`config.mk`:
```
export PLATFORM = sky130hd
export DESIGN_NAME = control_unit
export DESIGN_NICKNAME = d
export VERILOG_FILES = /design/src/control_unit_pkg.sv /design/src/control_unit.sv /design/src/control_outputs.sv /design/src/control_sequencer.sv /design/src/opcode_decoder.sv
export SDC_FILE = /design/constraint.sdc
export NUM_CORES = 1
export LEC_CHECK = 0
export BUFFER_PORTS_ARGS = -buffer_cell sky130_fd_sc_hd__buf_2
export CAP_MARGIN = 10
export CORE_MARGIN = 3
export CORE_UTILIZATION = 47
export DETAILED_ROUTE_END_ITERATION = 12
export GPL_TIMING_DRIVEN = 0
export PLACE_DENSITY = 0.81
export SYNTH_ARGS = -nofsm -noshare
export SYNTH_HDL_FRONTEND = slang
export SYNTH_HIERARCHICAL = 1
export SYNTH_SLANG_ARGS = --single-unit
```
`constraint.sdc`:
```
create_clock -name CLK -period 3.95 [get_ports CLK]
set_input_delay 0.79 -clock CLK [delete_from_list [all_inputs] [get_ports CLK]]
set_output_delay 0.79 -clock CLK [all_outputs]
set_load 0.005 [all_outputs]
```
`src/control_unit_pkg.sv`:
```
package control_unit_pkg;

   typedef logic [31:0] instr_t;              // Raw instruction register contents

   typedef struct packed
   {
      logic eq;                               // Operands equal
      logic lt;                               // Operand A less than B, signed
   } cmp_flags_t;

   typedef enum logic [3:0]
   {
      cls_add, cls_sub, cls_slt,
      cls_addi, cls_slti, cls_lui,
      cls_load, cls_store,
      cls_beq, cls_bne, cls_blt, cls_bge,
      cls_jalr,
      cls_unsupported
   } instr_class_t;

   typedef enum logic [4:0]
   {
      st_reset, st_fetch, st_pc_incr, st_decode,
      st_r_exec, st_slt_compare, st_slt_set, st_imm_exec, st_lui_exec, st_write_back,
      st_load_addr, st_load_wait, st_load_capture, st_load_write,
      st_store_addr, st_store_write, st_store_done,
      st_branch_target, st_branch_resolve,
      st_jalr_link, st_jalr_write, st_jalr_jump
   } state_t;

   typedef enum logic [1:0] {src_a_pc, src_a_reg_a, src_a_zero, src_a_one} alu_src_a_t;

   typedef enum logic [2:0]
   {
      src_b_reg_b, src_b_four, src_b_imm, src_b_branch_imm, src_b_zero
   } alu_src_b_t;

   typedef enum logic [2:0] {alu_pass, alu_add, alu_sub} alu_op_t;

   typedef struct packed
   {
      logic       datapath_reset;
      logic       pc_write;
      logic       pc_src_alu_out;             // PC loads from ALU out instead of ALU result
      logic       ir_load;
      logic       mem_read;
      logic       mem_write;
      logic       a_load;
      logic       b_load;
      logic       alu_out_load;
      logic       mdr_load;
      logic       reg_write;
      logic       wb_from_mdr;                // Write back data from MDR, else ALU out
      alu_src_a_t alu_src_a;
      alu_src_b_t alu_src_b;
      alu_op_t    alu_op;
   } ctrl_t;

   localparam ctrl_t CTRL_IDLE = '0;

   // Opcodes, modified encoding: branches other than beq share the jalr opcode
   localparam logic [6:0] OPC_R_TYPE      = 7'd51;
   localparam logic [6:0] OPC_IMM         = 7'd19;
   localparam logic [6:0] OPC_LOAD        = 7'd3;
   localparam logic [6:0] OPC_STORE       = 7'd35;
   localparam logic [6:0] OPC_BEQ         = 7'd99;
   localparam logic [6:0] OPC_BRANCH_JALR = 7'd103;
   localparam logic [6:0] OPC_LUI         = 7'd55;

   localparam logic [2:0] F3_ADD_SUB = 3'd0;
   localparam logic [2:0] F3_SLT     = 3'd2;
   localparam logic [2:0] F3_LD      = 3'd3;
   localparam logic [2:0] F3_SD      = 3'd7;
   localparam logic [2:0] F3_BNE     = 3'd1;
   localparam logic [2:0] F3_BLT     = 3'd4;
   localparam logic [2:0] F3_BGE     = 3'd5;
   localparam logic [2:0] F3_JALR    = 3'd0;

   localparam logic [6:0] F7_ADD = 7'd0;
   localparam logic [6:0] F7_SUB = 7'd32;

endpackage
```
`src/control_unit.sv`:
```
`timescale 1ns/1ns

module control_unit
(
   input  logic                         CLK,
   input  logic                         RESET,
   input  control_unit_pkg::instr_t     instr,
   input  control_unit_pkg::cmp_flags_t flags,
   output control_unit_pkg::ctrl_t      ctrl,
   output control_unit_pkg::state_t     state
);
   import control_unit_pkg::*;

   instr_class_t instr_class;

   // Combinational, follows the held instruction register
   opcode_decoder u_decoder
   (
      .instr       (instr),
      .instr_class (instr_class)
   );

   control_sequencer u_sequencer
   (
      .CLK         (CLK),
      .RESET       (RESET),
      .instr_class (instr_class),
      .state       (state)
   );

   control_outputs u_outputs
   (
      .state       (state),
      .instr_class (instr_class),
      .flags       (flags),
      .ctrl        (ctrl)
   );

endmodule

```
`src/control_outputs.sv`:
```
`timescale 1ns/1ns

module control_outputs
(
   input  control_unit_pkg::state_t       state,
   input  control_unit_pkg::instr_class_t instr_class,
   input  control_unit_pkg::cmp_flags_t   flags,
   output control_unit_pkg::ctrl_t        ctrl
);
   import control_unit_pkg::*;

   logic branch_taken;

   always_comb
   begin
      case (instr_class)
         cls_beq: branch_taken = flags.eq;
         cls_bne: branch_taken = !flags.eq;
         cls_blt: branch_taken = flags.lt;
         cls_bge: branch_taken = !flags.lt;
         default: branch_taken = 1'b0;
      endcase
   end

   always_comb
   begin
      ctrl = CTRL_IDLE;
      case (state)
         st_reset:
            ctrl.datapath_reset = 1'b1;
         st_fetch:
         begin
            ctrl.mem_read = 1'b1;
            ctrl.ir_load  = 1'b1;
         end
         st_pc_incr:
         begin
            ctrl.alu_src_a    = src_a_pc;     // PC + 4
            ctrl.alu_src_b    = src_b_four;
            ctrl.alu_op       = alu_add;
            ctrl.alu_out_load = 1'b1;
            ctrl.pc_write     = 1'b1;
         end
         st_decode:
         begin
            ctrl.a_load = 1'b1;
            ctrl.b_load = 1'b1;
         end
         st_r_exec:
         begin
            ctrl.alu_src_a    = src_a_reg_a;
            ctrl.alu_src_b    = src_b_reg_b;
            ctrl.alu_op       = (instr_class == cls_sub) ? alu_sub : alu_add;
            ctrl.alu_out_load = 1'b1;
         end
         st_slt_compare:
         begin
            ctrl.alu_src_a = src_a_reg_a;     // Subtract so the datapath sets lt
            ctrl.alu_src_b = (instr_class == cls_slti) ? src_b_imm : src_b_reg_b;
            ctrl.alu_op    = alu_sub;
         end
         st_slt_set:
         begin
            ctrl.alu_src_a    = flags.lt ? src_a_one : src_a_zero;  // 1 + 0 or 0 + 0
            ctrl.alu_src_b    = src_b_zero;
            ctrl.alu_op       = alu_add;
            ctrl.alu_out_load = 1'b1;
         end
         st_imm_exec, st_load_addr, st_store_addr:
         begin
            ctrl.alu_src_a    = src_a_reg_a;  // rs1 + imm
            ctrl.alu_src_b    = src_b_imm;
            ctrl.alu_op       = alu_add;
            ctrl.alu_out_load = 1'b1;
         end
         st_lui_exec:
         begin
            ctrl.alu_src_a    = src_a_zero;
            ctrl.alu_src_b    = src_b_imm;
            ctrl.alu_op       = alu_add;
            ctrl.alu_out_load = 1'b1;
         end
         st_write_back, st_jalr_write:
            ctrl.reg_write = 1'b1;
         st_load_wait:
            ctrl.mem_read = 1'b1;
         st_load_capture:
            ctrl.mdr_load = 1'b1;
         st_load_write:
         begin
            ctrl.reg_write   = 1'b1;
            ctrl.wb_from_mdr = 1'b1;
         end
         st_store_write:
            ctrl.mem_write = 1'b1;
         st_branch_target:
         begin
            ctrl.alu_src_a    = src_a_pc;     // Target held in ALU out until resolve
            ctrl.alu_src_b    = src_b_branch_imm;
            ctrl.alu_op       = alu_add;
            ctrl.alu_out_load = 1'b1;
         end
         st_branch_resolve:
         begin
            ctrl.pc_write       = branch_taken;
            ctrl.pc_src_alu_out = branch_taken;
         end
         st_jalr_link:
         begin
            ctrl.alu_src_a    = src_a_pc;     // Return address, PC already advanced
            ctrl.alu_src_b    = src_b_zero;
            ctrl.alu_op       = alu_add;
            ctrl.alu_out_load = 1'b1;
         end
         st_jalr_jump:
         begin
            ctrl.alu_src_a = src_a_reg_a;
            ctrl.alu_src_b = src_b_imm;
            ctrl.alu_op    = alu_add;
            ctrl.pc_write  = 1'b1;            // PC takes the ALU result directly
         end
         default:
            ctrl = CTRL_IDLE;                 // st_store_done and anything else
      endcase
   end

   // Sampled on each state change, so every state's settled word is checked
   mem_exclusive: assert property (
      @(state) !(ctrl.mem_read && ctrl.mem_write)
   );

   pc_src_needs_write: assert property (
      @(state) ctrl.pc_src_alu_out |-> ctrl.pc_write
   );

endmodule

```
`src/control_sequencer.sv`:
```
`timescale 1ns/1ns

module control_sequencer
(
   input  logic                           CLK,
   input  logic                           RESET,
   input  control_unit_pkg::instr_class_t instr_class,
   output control_unit_pkg::state_t       state
);
   import control_unit_pkg::*;

   state_t next_state;

   always_ff @(posedge CLK, posedge RESET)
   begin
      if (RESET)
      begin
         state <= st_reset;
      end
      else
      begin
         state <= next_state;
      end
   end

   always_comb
   begin
      next_state = st_fetch;
      case (state)
         st_reset:          next_state = st_fetch;
         st_fetch:          next_state = st_pc_incr;
         st_pc_incr:        next_state = st_decode;

         // Only decision point of the sequence
         st_decode:
         begin
            case (instr_class)
               cls_add, cls_sub:   next_state = st_r_exec;
               cls_slt, cls_slti:  next_state = st_slt_compare;
               cls_addi:           next_state = st_imm_exec;
               cls_lui:            next_state = st_lui_exec;
               cls_load:           next_state = st_load_addr;
               cls_store:          next_state = st_store_addr;
               cls_beq, cls_bne,
               cls_blt, cls_bge:   next_state = st_branch_target;
               cls_jalr:           next_state = st_jalr_link;
               default:            next_state = st_fetch;   // Unsupported opcode
            endcase
         end

         st_r_exec:         next_state = st_write_back;
         st_slt_compare:    next_state = st_slt_set;
         st_slt_set:        next_state = st_write_back;  // Result picked by flags, not path
         st_imm_exec:       next_state = st_write_back;
         st_lui_exec:       next_state = st_write_back;

         st_load_addr:      next_state = st_load_wait;
         st_load_wait:      next_state = st_load_capture;
         st_load_capture:   next_state = st_load_write;

         st_store_addr:     next_state = st_store_write;
         st_store_write:    next_state = st_store_done;

         st_branch_target:  next_state = st_branch_resolve;

         st_jalr_link:      next_state = st_jalr_write;
         st_jalr_write:     next_state = st_jalr_jump;

         // Final states of every instruction
         st_write_back,
         st_load_write,
         st_store_done,
         st_branch_resolve,
         st_jalr_jump:      next_state = st_fetch;

         default:           next_state = st_fetch;
      endcase
   end

   // Decode always hands off to some other state
   decode_leaves: assert property (
      @(posedge CLK) disable iff (RESET)
      state == st_decode |=> state != st_decode
   );

   // Longest instruction is ld, seven cycles from fetch to fetch
   fetch_returns: assert property (
      @(posedge CLK) disable iff (RESET)
      state == st_fetch |-> ##[1:7] state == st_fetch
   );

endmodule

```
`src/opcode_decoder.sv`:
```
`timescale 1ns/1ns

module opcode_decoder
(
   input  control_unit_pkg::instr_t       instr,
   output control_unit_pkg::instr_class_t instr_class
);
   import control_unit_pkg::*;

   logic [6:0] opcode;
   logic [2:0] funct3;
   logic [6:0] funct7;

   assign opcode = instr[6:0];
   assign funct3 = instr[14:12];
   assign funct7 = instr[31:25];

   always_comb
   begin
      instr_class = cls_unsupported;          // Anything not matched below
      case (opcode)
         OPC_R_TYPE:
         begin
            if (funct3 == F3_ADD_SUB && funct7 == F7_ADD)
               instr_class = cls_add;
            else if (funct3 == F3_ADD_SUB && funct7 == F7_SUB)
               instr_class = cls_sub;
            else if (funct3 == F3_SLT && funct7 == F7_ADD)
               instr_class = cls_slt;
         end
         OPC_IMM:
         begin
            if (funct3 == F3_ADD_SUB)
               instr_class = cls_addi;
            else if (funct3 == F3_SLT)
               instr_class = cls_slti;        // Shift encodings fall through
         end
         OPC_LOAD:
         begin
            if (funct3 == F3_LD)
               instr_class = cls_load;
         end
         OPC_STORE:
         begin
            if (funct3 == F3_SD)
               instr_class = cls_store;
         end
         OPC_BEQ:
            instr_class = cls_beq;
         OPC_BRANCH_JALR:
         begin
            case (funct3)
               F3_JALR: instr_class = cls_jalr;
               F3_BNE:  instr_class = cls_bne;
               F3_BLT:  instr_class = cls_blt;
               F3_BGE:  instr_class = cls_bge;
               default: instr_class = cls_unsupported;
            endcase
         end
         OPC_LUI:
            instr_class = cls_lui;
         default:
            instr_class = cls_unsupported;
      endcase
   end

endmodule

```
-- After elaboration in Yosys (flattened, before gate mapping)
Memories as Yosys holds them, arrays and structs flattened.
Index checks and enable logic that the tools add are counted.
- register bits: 5
- ROM bits: 80
- input port bits: 36
- output and inout bits: 25
- logic and storage cells: 82
- memories: 1
- memory list (memory ; depth ; width ; read ports ; clocked after Yosys merged registers in ; wr ports ; line ; source):
    (no name shown) ; 16 ; 5 ; 1 ; 0 ; 0 ; control_sequencer.sv:37 ; case (instr_class)
- eq/ne operators: 40
- muxes and demuxes: 26
- reduce and logical (&&, ||, !) cells: 14
- operators with widths (cell ; number):
    $pmux W5 S13 ; 1
    $pmux W8 S8 ; 1
    $eq A5 B4 Y1 const B ; 8
    $eq A7 B6 Y1 const B ; 4
    $mux W4 ; 7
    $pmux W4 S7 ; 1
    $eq A5 B5 Y1 const B ; 5
    $eq A5 B3 Y1 const B ; 4
    $eq A4 B4 Y1 const B ; 4
    $eq A7 B7 Y1 const B ; 2
    $pmux W3 S4 ; 1
    $eq A5 B2 Y1 const B ; 2
    $mux W1 ; 10
    $eq A3 B3 Y1 const B ; 3
    $reduce_or A9 Y1 ; 1
    $reduce_or A4 Y1 ; 2
    $eq A7 B2 Y1 const B ; 1
    $eq A7 B5 Y1 const B ; 1
    $logic_not A7 Y1 ; 1
    $eq A3 B2 Y1 const B ; 2
    $mux W2 ; 3
    $eq A5 B1 Y1 const B ; 1
    $logic_not A5 Y1 ; 1
    $eq A4 B1 Y1 const B ; 1
    other kinds (9) ; 13

-- Logic depth before layout (Yosys ltp)
Gate-level depths: netlist (run 1).
- word-level depth: 9
- mapped depth: 10
- mapped depth without buffers: 9

-- By module
The synthesis (run 1) kept the hierarchy.
- modules (own cells, without submodules) (module ; times used ; cells an instance ; area each (um^2) ; sequential area each (um^2)):
    control_sequencer ; 1 ; 52 ; 494.2 ; 125.1
    control_outputs ; 1 ; 67 ; 424.2 ; 0.0
    opcode_decoder ; 1 ; 51 ; 360.3 ; 0.0

-- Worst setup path after synthesis (run 1)
OpenSTA, ideal clock, no wires.
- path type: in2out
- start: in instr[12]
- end: out ctrl[0] (netlist name)
- data arrival time: 2515 ps
- data required time: 3160 ps
- path slack: 645 ps
- cell stages on the path: 8
- buffers on the path: 1
- cells stage by stage: buf_4 -> nor4_4 -> nand3_1 -> a31oi_1 -> o21ai_0 -> nor4b_4 -> o21ai_1 -> a221o_1
- RTL lines (what ; line ; source):
    start, declared ; control_unit.sv:7 ; input control_unit_pkg::instr_t instr,
    end, declared ; control_unit.sv:9 ; output control_unit_pkg::ctrl_t ctrl,

==> impl.org, run 1 <==
** Pwr
- Of the total power, the share spent switching nets is between 40% and 50%.
- Overall power consumption after layout is estimated at 0.000733 W.
- The analysis attributes to net switching a power of around 0.00036 W.
- In this run the static leakage power is about 0.70 nW.
- IR analysis of the VDD net gives a maximum drop of 0.430 mV.
- The clock network is responsible for 8.1% of the overall power.
- Combinational cells account for 77.7% of the total power.
- Cell internal power was estimated by the tool at about 0.00038 W.
- For this design the ratio of total power to cell area is 474 nW/um2.
- Sequential cells account for approximately 14% of the total power.

** Worst setup path
- STA classifies the critical path startpoint as an input port.
- WP data required :: 3.16 ns
- Ordered cell list for the critical path :: buf_2 -> clkbuf_1 -> o21a_1 -> o21ai_0 -> nand2_1 -> o41ai_1 -> a22o_1 -> buf_2
- Cell type group with the largest total delay on the critical path :: compound AO/OA/AOI/OAI gates
- The slowest stage of the critical path belongs to the cell sky130_fd_sc_hd__o21ai_0.
- WP buf/inv :: 3
- Critical Path Most Common Cell :: sky130_fd_sc_hd__buf_2
- Critical path's largest stage delay :: ~0.76 ns
- Crit Path Max Fanout :: 10
- For the worst setup path, the data arrival time is 2.88 ns.
- Worst Setup Path Type :: input port to primary output
- STA classifies the critical path endpoint as a primary output.

** CTS
- In this run the deepest clock path goes through 2 buffers.
- Clk sinks :: 5
- Clock latency on the worst-skew pair, taken at its later pin, is 0.24 ns.
- Number of buffers inserted by hold repair at cts :: 0
- Clock Tree Root :: sky130_fd_sc_hd__clkbuf_4
- Number of gates given a new drive strength after cts :: 0
- H-tree level count :: 1
- Clock tree from TritonCTS :: built
- Clock buffer count from CTS :: 3
- Clock-pin slew was measured on the worst setup and hold paths at 0.04 ns.
- Number of post-CTS setup repair buffers :: 0

** Logic synthesis
- Synth Flop Type :: sky130_fd_sc_hd__dfrtp_1
- The Yosys step of the flow raised 6 warnings.
- Post-synthesis net count :: 208
- Average cell area after synthesis :: 7.52 um2
- By count the netlist is led by 15 x sky130_fd_sc_hd__nor2_1, 9 x sky130_fd_sc_hd__nor3_1, 8 x sky130_fd_sc_hd__nand2_1.
- Cell count after synthesis :: 170
- The synthesized design contains 0 enable-type register cells.
- The synthesized netlist occupies a cell area of 1280 um2.
- Fraction of synthesized cell area taken by the top area cell type :: 9.78%
- Share of synthesized registers carrying an async set or reset :: 100%
- Counting distinct cell types in the post-synthesis netlist gives 62.
- Of the synthesized area, sequential elements account for approximately a tenth.
- Cell taking the most area after synthesis :: sky130_fd_sc_hd__dfrtp_1
- Synthesis inferred 5 register bits.
- The most common cell in the synthesized netlist is sky130_fd_sc_hd__nor2_1.
- In the post-synthesis netlist, the biggest area contributors are sky130_fd_sc_hd__dfrtp_1 9.8%, sky130_fd_sc_hd__nor2_1 4.4%, sky130_fd_sc_hd__nor3_1 3.5%.

** Timing
- The final critical path takes up 93.0% of the cycle.
- Skew final :: 0.00215 ns
- Hold Violations, Final :: 0
- Derived from the worst setup path, the maximum achievable clock frequency is 272 MHz.
- The clock period could shrink to approximately 3.7 ns.
- In the final timing run, aggregate negative setup slack is 0 ns.
- At the pin with the least slew margin, the transition time is ~1 ns.
- Setup repair after global routing missed its margin :: no
- Total count of max-transition violations in the final report :: 0
- Setup violations, final :: 0
- Worst max-slew margin expressed relative to the limit :: between 30% and 40%

** Floorplan
- The floorplan has 18 rows.
- I/O pin count :: 61
- The initial utilization of the core area, before any placement, comes to 50.7%.
- Die Span X :: 58.2 um
- The floorplan step set the die height to 58.2 um.
- Core area :: 2520 um2
- The die covers 3380 um2.

** Drt
- Wires add up to 3300 um.
- Number of optimization iterations in the first detailed-route pass :: 4
- DRC errors left :: 0
- The first routing iteration left 60 violations.
- Number of vias in the routed layout :: around 1400
- After detailed routing, the average wire length per cell comes to 13.5 um.
- In this run the remaining antenna-violating nets after routing total 0.
- In the routed layout, each cell is associated on average with a via count of 5.78.

** Layout
- Filler Cell Count :: around 250
- Area delta synth->final :: 21.0%
- Summing all multi-input logic gate instances after layout gives 992 um2.
- Sequential cell area in the final layout :: 125 um2
- Of the cells placed in the final design, the portion with a size suffix greater than 1 is 34.0%.
- The largest registers in the layout are u_sequencer/state: 5 flops.
- Flip-flop count of the largest register, all copies and words added :: 5
- Ant diodes :: 0
- Register containing the most flip-flops in the final layout :: u_sequencer/state
- Count of nets after finishing :: roughly 250

** Global routing
- Overall Global Routing Usage :: about a fifth
- The initial antenna violation count was 0.
- Global-route wire length before repair :: 5800 um
- Remaining global-route overflow :: 0
- The via count of the first global-routing pass is 1259.
- Entering global routing, the biggest net connects 14 pins.

** Run
- The tool flagged a number of max-cap violations equal to 0.

** Placed design
- Half-perimeter wire length of the detailed placement result :: 2570 um
- At the end of routability-driven placement, the weighted congestion stood at 0.934.
- Number of input and output port buffers inserted :: 41

** Status
- Run status :: finished clean

** Hold path
- Path type of the worst min-delay path :: input port to asynchronous set/reset pin
==> power groups by stage <==
stage	Sequential, W	Combinational (W)	Clock [W]
final	0.000105	0.000569	0.0000594
after global routing	0.000111	0.000631	0.0000676
after CTS	0.000105	0.000566	0.0000612
after detailed placement	0.000106	0.000563	0
after global placement	0.000106	0.000553	0
after floorplan	0.0000982	0.000397	0
==> metal layers <==
| metal | global-route usage (%) | up-vias | share of wire, % |
|---|---|---|---|
| met2 | 32.3 | 59 | 46 |
| met3 | 2.23 | 0 | 7.7 |
| met4 | 2.98 | 0 | 0 |
| met5 | 0 | - | 0 |
| met1 | 31.9 | 634 | 46 |
| li1 | - | 724 | - |
==> worst register-to-register path, cell delays in order (launching register included) <==
cell and delay (ns):
sky130_fd_sc_hd__dfrtp_1 0.47, sky130_fd_sc_hd__buf_6 0.18, sky130_fd_sc_hd__and3b_1 0.21, sky130_fd_sc_hd__a221oi_2 0.23, sky130_fd_sc_hd__o221ai_1 0.13
==> final cells by class <==
class | instances | share of cell area [%]
well taps | 30 | 2.43
inverters | 7 | 1.70
clock buffers | 4 | 1.70
plain buffers | 19 | 8.73
repair buffers | 41 | 13.3
flip-flops and latches | 5 | 8.08
multi-input cells | 139 | 64.1
==> stage by stage <==
step / cell area, um2 / setup WS (ns) / util, % / hold slack (ns) / cells
after floorplan: 1280 / 0.645 / - / 0.569 / 170
after global placement: 1520 / 0.328 / 60.3 / 0.685 / 241
final: 1550 / 0.275 / 61.4 / 0.433 / 245
after detailed placement: 1520 / 0.323 / 60.3 / 0.693 / 241
after global routing: 1550 / 0.0889 / 61.4 / 0.453 / 245
after CTS: 1550 / 0.320 / 61.4 / 0.431 / 245
==> worst paths after layout <==
path,startpoint,to,slack [ns],cells after the start
worst max-delay path,instr[5],ctrl[4],0.28,8
worst max register to register,u_sequencer/state[2],u_sequencer/state[2],2.59,4
worst min register to register,u_sequencer/state[4],u_sequencer/state[3],0.77,2
min in group CLK,u_sequencer/state[4],u_sequencer/state[3],0.77,2
worst min-delay path,RESET,u_sequencer/state[3],0.43,2
max in group asynchronous,RESET,u_sequencer/state[4],3.35,2
==> cells by family (layout without fill, tap and decap cells) <==
kind of cell | count (synthesis) | count (layout) | synth area share, %
AOI/OAI and AO/OA | 46 | 46 | 25.8
other | 1 | 1 | 0.293
adders and majority gates | 2 | 2 | 1.96
xor gates and xnor gates | 2 | 2 | 1.37
DFF | 5 | 5 | 9.78
buffers and inverters | 26 | 71 | 12.6
muxes | 5 | 5 | 4.21
and+or+nand+nor | 83 | 83 | 43.9
==> cell usage in the layout (no fill, tap or decap), drive strengths merged, types with 2 or more instances in the layout <==
| cell type | count |
|---|---|
| o22ai | 4 |
| buf | 57 |
| mux2i | 2 |
| nand3 | 6 |
| o41ai | 2 |
| nand3b | 3 |
| dfrtp | 5 |
| nor2b | 5 |
| o21a | 2 |
| inv | 7 |
| nor4 | 5 |
| o21ai | 6 |
| nand2 | 8 |
| or2b | 2 |
| clkbuf | 7 |
| nor2 | 15 |
| nor4b | 3 |
| mux2 | 3 |
| and3 | 2 |
| a211oi | 3 |
| nand2b | 6 |
| nand4b | 3 |
| nor3b | 4 |
| o221ai | 2 |
| a21oi | 7 |
| and2 | 3 |
| and3b | 4 |
| ha | 2 |
| o211ai | 2 |
| a31oi | 5 |
| nor3 | 9 |
Note: power is estimated with default switching activity, not from simulation.
==> run 2, diff against run 1 <==
--- a/config.mk
+++ b/config.mk
@@ -7,6 +7,7 @@
 export LEC_CHECK = 0
 export BUFFER_PORTS_ARGS = -buffer_cell sky130_fd_sc_hd__buf_2
 export CAP_MARGIN = 10
+export CORE_ASPECT_RATIO = 0.6
 export CORE_MARGIN = 3
 export CORE_UTILIZATION = 47
 export DETAILED_ROUTE_END_ITERATION = 12
==> run 2 against run 1 <==
Against the previous run: first-iteration DRC count rose to 3.5 times the previous value; via count rose by 5.3%; largest cell class unchanged; final area rose by 1.2%; highest routed layer is now met4; critical path depth rose by 1; fmax fell by 1.9%; die area rose by 0.61%; combinational power rose by 3.9%; worst hold slack improved by 0.027 ns; final cell count did not move; clock-buffer cell count did not move.
==> impl.org, run 2 (synthesis results as in run 1) <==
** Status
- The run finished with clean final reports.

** Layout
- Compared with the post-synthesis result, the final layout area differs by 22.5%.
- The library cells used most frequently in the layout, excluding fill and tap cells, are 47 x sky130_fd_sc_hd__buf_2, 15 x sky130_fd_sc_hd__nor2_1, 9 x sky130_fd_sc_hd__nor3_1, 8 x sky130_fd_sc_hd__nand2_1.
- Flip-flop count of the largest register, all copies and words added :: 5 (unchanged)
- In the final layout, the registers with the most flip-flops are u_sequencer/state: 5 flops.
- The non-filler instance count after layout was 245 (unchanged).
- The post-route core utilization is 66.4% (+5.1 points).
- Ranked by flip-flop count, first place goes to u_sequencer/state.
- Ant diodes :: 0 (unchanged)
- Most frequent standard cell in the layout excluding fill and tap cells :: sky130_fd_sc_hd__buf_2
- The fraction of final layout cells sized beyond drive strength 1 came to 34.0% (unchanged).
- Count of nets after finishing :: 254 (unchanged)

** Timing
- The worst slew margin relative to its limit is 27.4% (-6.3 points).
- Setup violations, final :: 0 (unchanged)
- The final setup slack of the worst path is 0.205 ns (-0.0706 ns).
- The final cycle utilization of the critical path came to 94.8% (+1.8 points).
- Hold Violations, Final :: 0 (unchanged)
- Skew final :: 0.000743 ns (-0.00141 ns)
- Setup repair after global routing missed its margin :: no
- Total count of max-transition violations in the final report :: 0 (unchanged)
- Setup TNS :: 0 ns (unchanged)
- Slew of the pin with the lowest slew margin :: 1.08 ns (+0.0933 ns)
- The maximum clock frequency is 267 MHz (-1.9%).
- Final period demand of the worst path :: 3.75 ns (+0.0706 ns)

** Global routing
- The initial antenna violation count was 0 (unchanged).
- Maximum number of pins on one net before global-route repair :: 14 (unchanged)
- Via count of the first global-routing pass :: 1327 (+5.4%)
- The aggregate global routing overflow is 0 (unchanged).
- The global router's overall resource usage is 24.4% (+3.4 points).
- Global-route wire length before repair :: 6310 um (+8.8%)

** Drt
- The wire length per cell was 16.5 um (+23%).
- The via-per-instance ratio is 6.09 (+5.3%).
- The post-route DRC violation count is 0 (unchanged).
- The number of search-and-repair iterations in the first detailed-routing pass came to 4 (unchanged).
- The remaining number of nets flagged by the antenna check after routing is 0 (unchanged).
- Number of vias in the routed layout :: 1492 (+5.3%)
- The number of DRC markers in iteration 0 came to 208 (+250%).
- Final WL :: 4050 um (+23%)

** Worst setup path
- Ordered cell list for the critical path :: buf_4 -> nor4_4 -> nand3_1 -> a31oi_1 -> o21ai_0 -> nor4b_4 -> o21ai_1 -> a221o_1 -> buf_2
- Capturing element type of the critical path :: primary output
- WP data required :: 3.16 ns (about the same)
- Worst Setup Path Type :: input port to primary output
- Worst reg-to-reg path cell count :: 4 (unchanged)
- Destination of the worst register-to-register timing path :: u_sequencer/state[2]
- STA classifies the critical path startpoint as an input port.
- The most critical setup path has its startpoint at instr[12].
- Worst reg2reg startpoint :: u_sequencer/state[2]
- Critical path's largest stage delay :: 0.42 ns (-0.34 ns)
- Crit Path Max Fanout :: 9 (-1)
- The arrival time of the worst setup path is 2.96 ns (+0.08 ns).
- Critical path's slowest cell :: sky130_fd_sc_hd__o21ai_0
- The slack of the worst reg-to-reg path came to 2.53 ns (-0.06 ns).

** CTS
- The number of buffers on the longest clock path is 2 (unchanged).
- The buffers inserted during post-CTS setup optimization was 0 (unchanged).
- Register clock-pin slew on the reported worst setup and hold paths :: 0.04 ns (about the same)
- The total of cells resized after clock tree synthesis was 0 (unchanged).
- Number of buffers inserted by hold repair at cts :: 0 (unchanged)
- Clk sinks :: 5 (unchanged)
- Clock Tree Root :: sky130_fd_sc_hd__clkbuf_8
- The number of buffers created by CTS was 3 (unchanged).
- The clock latency reported for the late side of the worst-skew pair came to 0.22 ns (-0.02 ns).
- TritonCTS built the clock tree.
- The H-tree depth was 1 (unchanged).

** Floorplan
- Die Span X :: 73.3 um (+26%)
- Starting density of the core :: 54.2% (+3.5 points)
- The top-level port count came to 61 (unchanged).
- The vertical extent of the die was 46.4 um (-20%).
- Core area :: 2360 um2 (-6.5%)
- The standard-cell row count came to 13 (-5).
- The area of the die is 3400 um2 (+0.61%).

** Pwr
- The static leakage was 0.707 nW (+1.1%).
- The worst-case vdd ir drop came to 0.345 mV (-20%).
- Power per unit of standard cell area :: 509 nW/um2 (+7.4%)
- Tot Pwr :: 0.000797 W (+8.7%)

** Placed design
- Half-perimeter wire length of the detailed placement result :: 3150 um (+22%)
- The number of placed instances with taps included came to 241 (unchanged).
- The placement-stage worst setup slack came to 0.251 ns (-0.0715 ns).
- Number of input and output port buffers inserted :: 41 (unchanged)
- Final weighted congestion in routability-driven placement :: 0.903 (-3.4%)

** Hold path
- Path type of the worst min-delay path :: input port to asynchronous set/reset pin

** Run
- The reported max-cap violation count was 0 (unchanged).
==> run 2: changes by cell type in the layout (fill, tap and decap cells not counted) <==
cell | previous run | this run
sky130_fd_sc_hd__clkbuf_8 | 0 | 3
sky130_fd_sc_hd__clkbuf_4 | 4 | 1
==> run 2: how the worst max path moves through the flow <==
stage / endpoint / slack (ns)
after floorplan: ctrl[0] / 0.65
after global placement: ctrl[0] / 0.32
after detailed placement: ctrl[0] / 0.25
after CTS: ctrl[0] / 0.24
after global routing: ctrl[4] / 0.02
final: ctrl[0] / 0.20
==> run 2: cell type report <==
class	count	area [um2]
flip-flops and latches	5	125
clock buffers	4	45.0
repair buffers	41	205
well taps	30	37.5
plain buffers	19	135
inverters	7	26.3
fillers	200	792
multi-input cells	139	992
==> run 2: through the flow <==
step           hold slack, ns  area, um2
4_1_cts                 0.459       1570
6_report                0.460       1570
2_1_floorplan           0.569       1280
3_3_place_gp            0.679       1520
3_5_place_dp            0.699       1520
5_1_grt                 0.471       1570
==> run 2: worst max-delay path, delay by kind of cell <==
kind / cells / cell delay (ns)
simple gates: 3 / 0.75
buf+inv: 2 / 0.27
compound gates: 4 / 1.13
==> run 2: routing by layer <==
metal	share of wire, %	track usage, %	wire (um)	vias to the layer above
met5	0	0	0	-
met4	1.2	7.94	48	0
met3	7.5	2.18	305	8
met2	48	43.5	1920	77
met1	44	31.4	1770	678
li1	-	-	-	729
==> run 2: power by group <==
group          leakage, nW  internal (W)  total (W)  switching (W)
Clock               0.0228     0.0000696  0.0000982      0.0000286
Combinational        0.620      0.000268   0.000591       0.000323
Sequential          0.0643     0.0000693   0.000108      0.0000385
==> run 3, diff against run 2 <==
--- a/config.mk
+++ b/config.mk
@@ -5,14 +5,13 @@
 export SDC_FILE = /design/constraint.sdc
 export NUM_CORES = 1
 export LEC_CHECK = 0
-export BUFFER_PORTS_ARGS = -buffer_cell sky130_fd_sc_hd__buf_2
 export CAP_MARGIN = 10
-export CORE_ASPECT_RATIO = 0.6
 export CORE_MARGIN = 3
-export CORE_UTILIZATION = 47
+export CORE_UTILIZATION = 61
 export DETAILED_ROUTE_END_ITERATION = 12
+export DONT_BUFFER_PORTS = 1
 export GPL_TIMING_DRIVEN = 0
-export PLACE_DENSITY = 0.81
+export PLACE_DENSITY = 0.77
 export SYNTH_ARGS = -nofsm -noshare
 export SYNTH_HDL_FRONTEND = slang
 export SYNTH_HIERARCHICAL = 1
==> constraint.sdc (replaced) <==
create_clock -name CLK -period 4.6 [get_ports CLK]
set_input_delay 0.92 -clock CLK [delete_from_list [all_inputs] [get_ports CLK]]
set_output_delay 0.92 -clock CLK [all_outputs]
set_load 0.005 [all_outputs]
==> run 3 against run 2 <==
Against the previous run: final area decreased by 15%; worst hold slack improved by 0.0021 ns; via count decreased by 10%; clock-buffer cell count unchanged; critical endpoint unchanged.
==> impl.org, run 3 (synthesis results as in run 1) <==
** Timing
- Skew final :: 0.00304 ns (+0.00230 ns)
- Final period demand of the worst path :: 3.82 ns
- Setup violations, final :: 0 (unchanged)
- The pin slew with the least headroom to its limit is 1.02 ns (-0.0590 ns).
- The max-slew violation count is 0 (unchanged).
- Of the available clock period, the critical path in the final layout requires 83.0%.
- Setup repair after global routing missed its margin :: no
- The worst slew margin relative to its limit came to 31.4% (+4.0 points).
- Based on the critical path, the design can be clocked at up to 262 MHz.
- The hold slack was 0.462 ns (+0.00208 ns).
- The summed negative setup slack over all endpoints came to 0 ns (unchanged).
- The number of hold violations in the final report was 0 (unchanged).

** Worst setup path
- The worst setup path is launched from an input port.
- Worst setup path startpoint :: instr[12]
- WP data required :: 3.68 ns (+0.52 ns)
- The delay of the slowest cell on the worst path is 0.38 ns (-0.04 ns).
- The arrival time of the worst setup path came to 2.90 ns (-0.06 ns).
- The cell family contributing the most delay on the critical path is compound AO/OA/AOI/OAI gates.
- The signal on the critical path passes through buf_4 -> nor4_4 -> nand3_1 -> a31oi_1 -> o21ai_0 -> nor4b_4 -> o21ai_1 -> a221o_1.
- Worst reg2reg startpoint :: u_sequencer/state[0]
- For this design, the slowest cell found on the critical path is sky130_fd_sc_hd__o21ai_0.
- Crit Path Max Fanout :: 9 (unchanged)
- Worst Setup Path Type :: input port to primary output
- WP buf/inv :: 1 (-1)
- The worst setup path is captured at a primary output.

** Layout
- The post-route core utilization came to 71.9% (+5.5 points).
- Filler Cell Count :: 138 (-31%)
- The largest registers in the layout are u_sequencer/state: 5 flops.
- Compared with the post-synthesis result, the final layout area differs by 4.50%.
- Leaving out fill and tap cells, the most frequent cells in the layout are 15 x sky130_fd_sc_hd__nor2_1, 9 x sky130_fd_sc_hd__nor3_1, 8 x sky130_fd_sc_hd__nand2_1, 7 x sky130_fd_sc_hd__inv_1, 7 x sky130_fd_sc_hd__a21oi_1.
- Layout cell share with drive strength beyond 1 :: 18.4% (-16 points)
- Ant diodes :: 0 (unchanged)
- Area used by multi-input combinational logic :: 992 um2 (unchanged)
- The sequential standard cell area came to 125 um2 (unchanged).
- Register containing the most flip-flops in the final layout :: u_sequencer/state
- Count of nets after finishing :: 213 (-16%)
- Leaving out fill and tap cells, the most frequent cell in the layout is sky130_fd_sc_hd__nor2_1.
- The flip-flop count of the largest register after layout is 5 (unchanged).
- The final non-filler cell area came to 1340 um2 (-15%).

** Floorplan
- The core box area came to 1860 um2 (-21%).
- The vertical extent of the die came to 51.8 um (+12%).
- Full die area :: 2680 um2 (-21%)
- The horizontal die dimension came to 51.8 um (-29%).
- The standard-cell row count came to 15 (+2).
- The top-level port count was 61 (unchanged).
- Starting density of the core :: 68.8% (+15 points)

** CTS
- The clock latency reported for the late side of the worst-skew pair was 0.24 ns (+0.02 ns).
- The number of buffers added to fix hold violations after cts is 0 (unchanged).
- H-tree level count :: 1 (unchanged)
- The clock net sink count is 5 (unchanged).
- Max Root-Sink Buffers :: 2 (unchanged)
- Clock Tree Root :: sky130_fd_sc_hd__clkbuf_4
- Clock tree from TritonCTS :: built
- Number of gates given a new drive strength after cts :: 0 (unchanged)
- Register clock-pin slew on the reported worst setup and hold paths :: 0.04 ns (about the same)
- The buffers inserted during post-CTS setup optimization was 0 (unchanged).
- The number of buffers created by CTS was 3 (unchanged).

** Pwr
- Net switching share of the total power :: 52.4% (+3.5 points)
- Worst voltage drop across the vdd grid :: 0.275 mV (-20%)
- The internal portion of total power came to 0.000268 W (-34%).
- Leakage :: 0.509 nW (-28%)
- The fraction of power consumed by combinational cells is 74.0% (about the same).
- Clock network power share :: 8.7% (-3.6 points)
- Power per unit of standard cell area :: 422 nW/um2 (-17%)
- Net switching power figure :: 0.000296 W (-24%)
- Seq pwr share :: 17.3% (+3.8 points)

** Drt
- The wire length on met1 is 1410 um (-20%).
- The routed wire length on met2 is 1500 um (-22%).
- The wire length per cell is 16.4 um (-0.68%).
- Detailed router's first-iteration violation count :: 63 (-70%)
- The number of search-and-repair iterations in the first detailed-routing pass came to 4 (unchanged).
- Highest routing layer actually used :: met4
- Via density per instance :: 6.74 (+11%)
- The routed length on met3 was 347 um (+14%).
- DRC errors left :: 0 (unchanged)
- The via count is 1342 (-10%).
- Remaining antenna violation count :: 0 (unchanged)
- The final wirelength is 3260 um (-19%).

** Global routing
- Maximum number of pins on one net before global-route repair :: 14 (unchanged)
- Global-route wire length before repair :: 5240 um (-17%)
- The via count of the first global-routing pass was 1199 (-9.6%).
- Overall Global Routing Usage :: 24.8% (+0.46 points)
- The aggregate global routing overflow came to 0 (unchanged).
- Antenna violations before repair :: 0 (unchanged)

** Placed design
- The placed instance area is 1310 um2 (-14%).
- Number of input and output port buffers inserted :: 0 (-100%)
- The last weighted congestion value of the routability-driven placer was 0.856 (-5.2%).
- The total half-perimeter wirelength after legalization and detailed placement is 2450 um (-22%).

** Status
- Run status :: finished clean

** Hold path
- The tightest min-delay check is of the input port to asynchronous set/reset pin type.

** Run
- Count of max-cap constraint violations :: 0 (unchanged)
[run 3: changes by cell type in the layout (fill, tap and decap cells not counted), sizes merged]
cell and delta:
buf -41
[run 3: area by class of cell]
class,count,share of cell area (%)
Multi-Input combinational cell,139,74.3
Buffer,19,10.1
Sequential cell,5,9.36
Tap cell,25,2.34
Clock buffer,4,1.97
Inverter,7,1.97
[run 3: metal layers]
metal  track usage, %  up-vias
met2             41.3       69
li1                 -      639
met1             33.9      632
met4             6.11        0
met3             2.87        2
met5                0        -
[run 3: final timing paths]
path / end / slack [ns] / cells past startpoint
worst max-delay path: ctrl[0] / 0.78 / 8
worst min-delay path: u_sequencer/state[2] / 0.46 / 1
worst max register to register: u_sequencer/state[1] / 3.07 / 4
worst min register to register: u_sequencer/state[3] / 0.81 / 2
max in group asynchronous: u_sequencer/state[1] / 3.97 / 1
min in group CLK: u_sequencer/state[3] / 0.81 / 2
[run 3: through the flow]
stage	std cells	worst slack [ns]	power, W
global placement	195	0.821	0.000488
finish	199	0.782	0.000564
CTS	199	0.768	0.000555
detailed placement	195	0.774	0.000504
floorplan	170	1.04	0.000425
global route	199	0.641	0.000612
[run 3: power by group through the flow]
stage	registers, W	logic, W	clock network, W
global placement	0.0000975	0.000390	0
finish	0.0000976	0.000418	0.0000491
global route	0.000101	0.000456	0.0000554
floorplan	0.0000843	0.000341	0
detailed placement	0.0000963	0.000408	0
CTS	0.0000961	0.000408	0.0000509
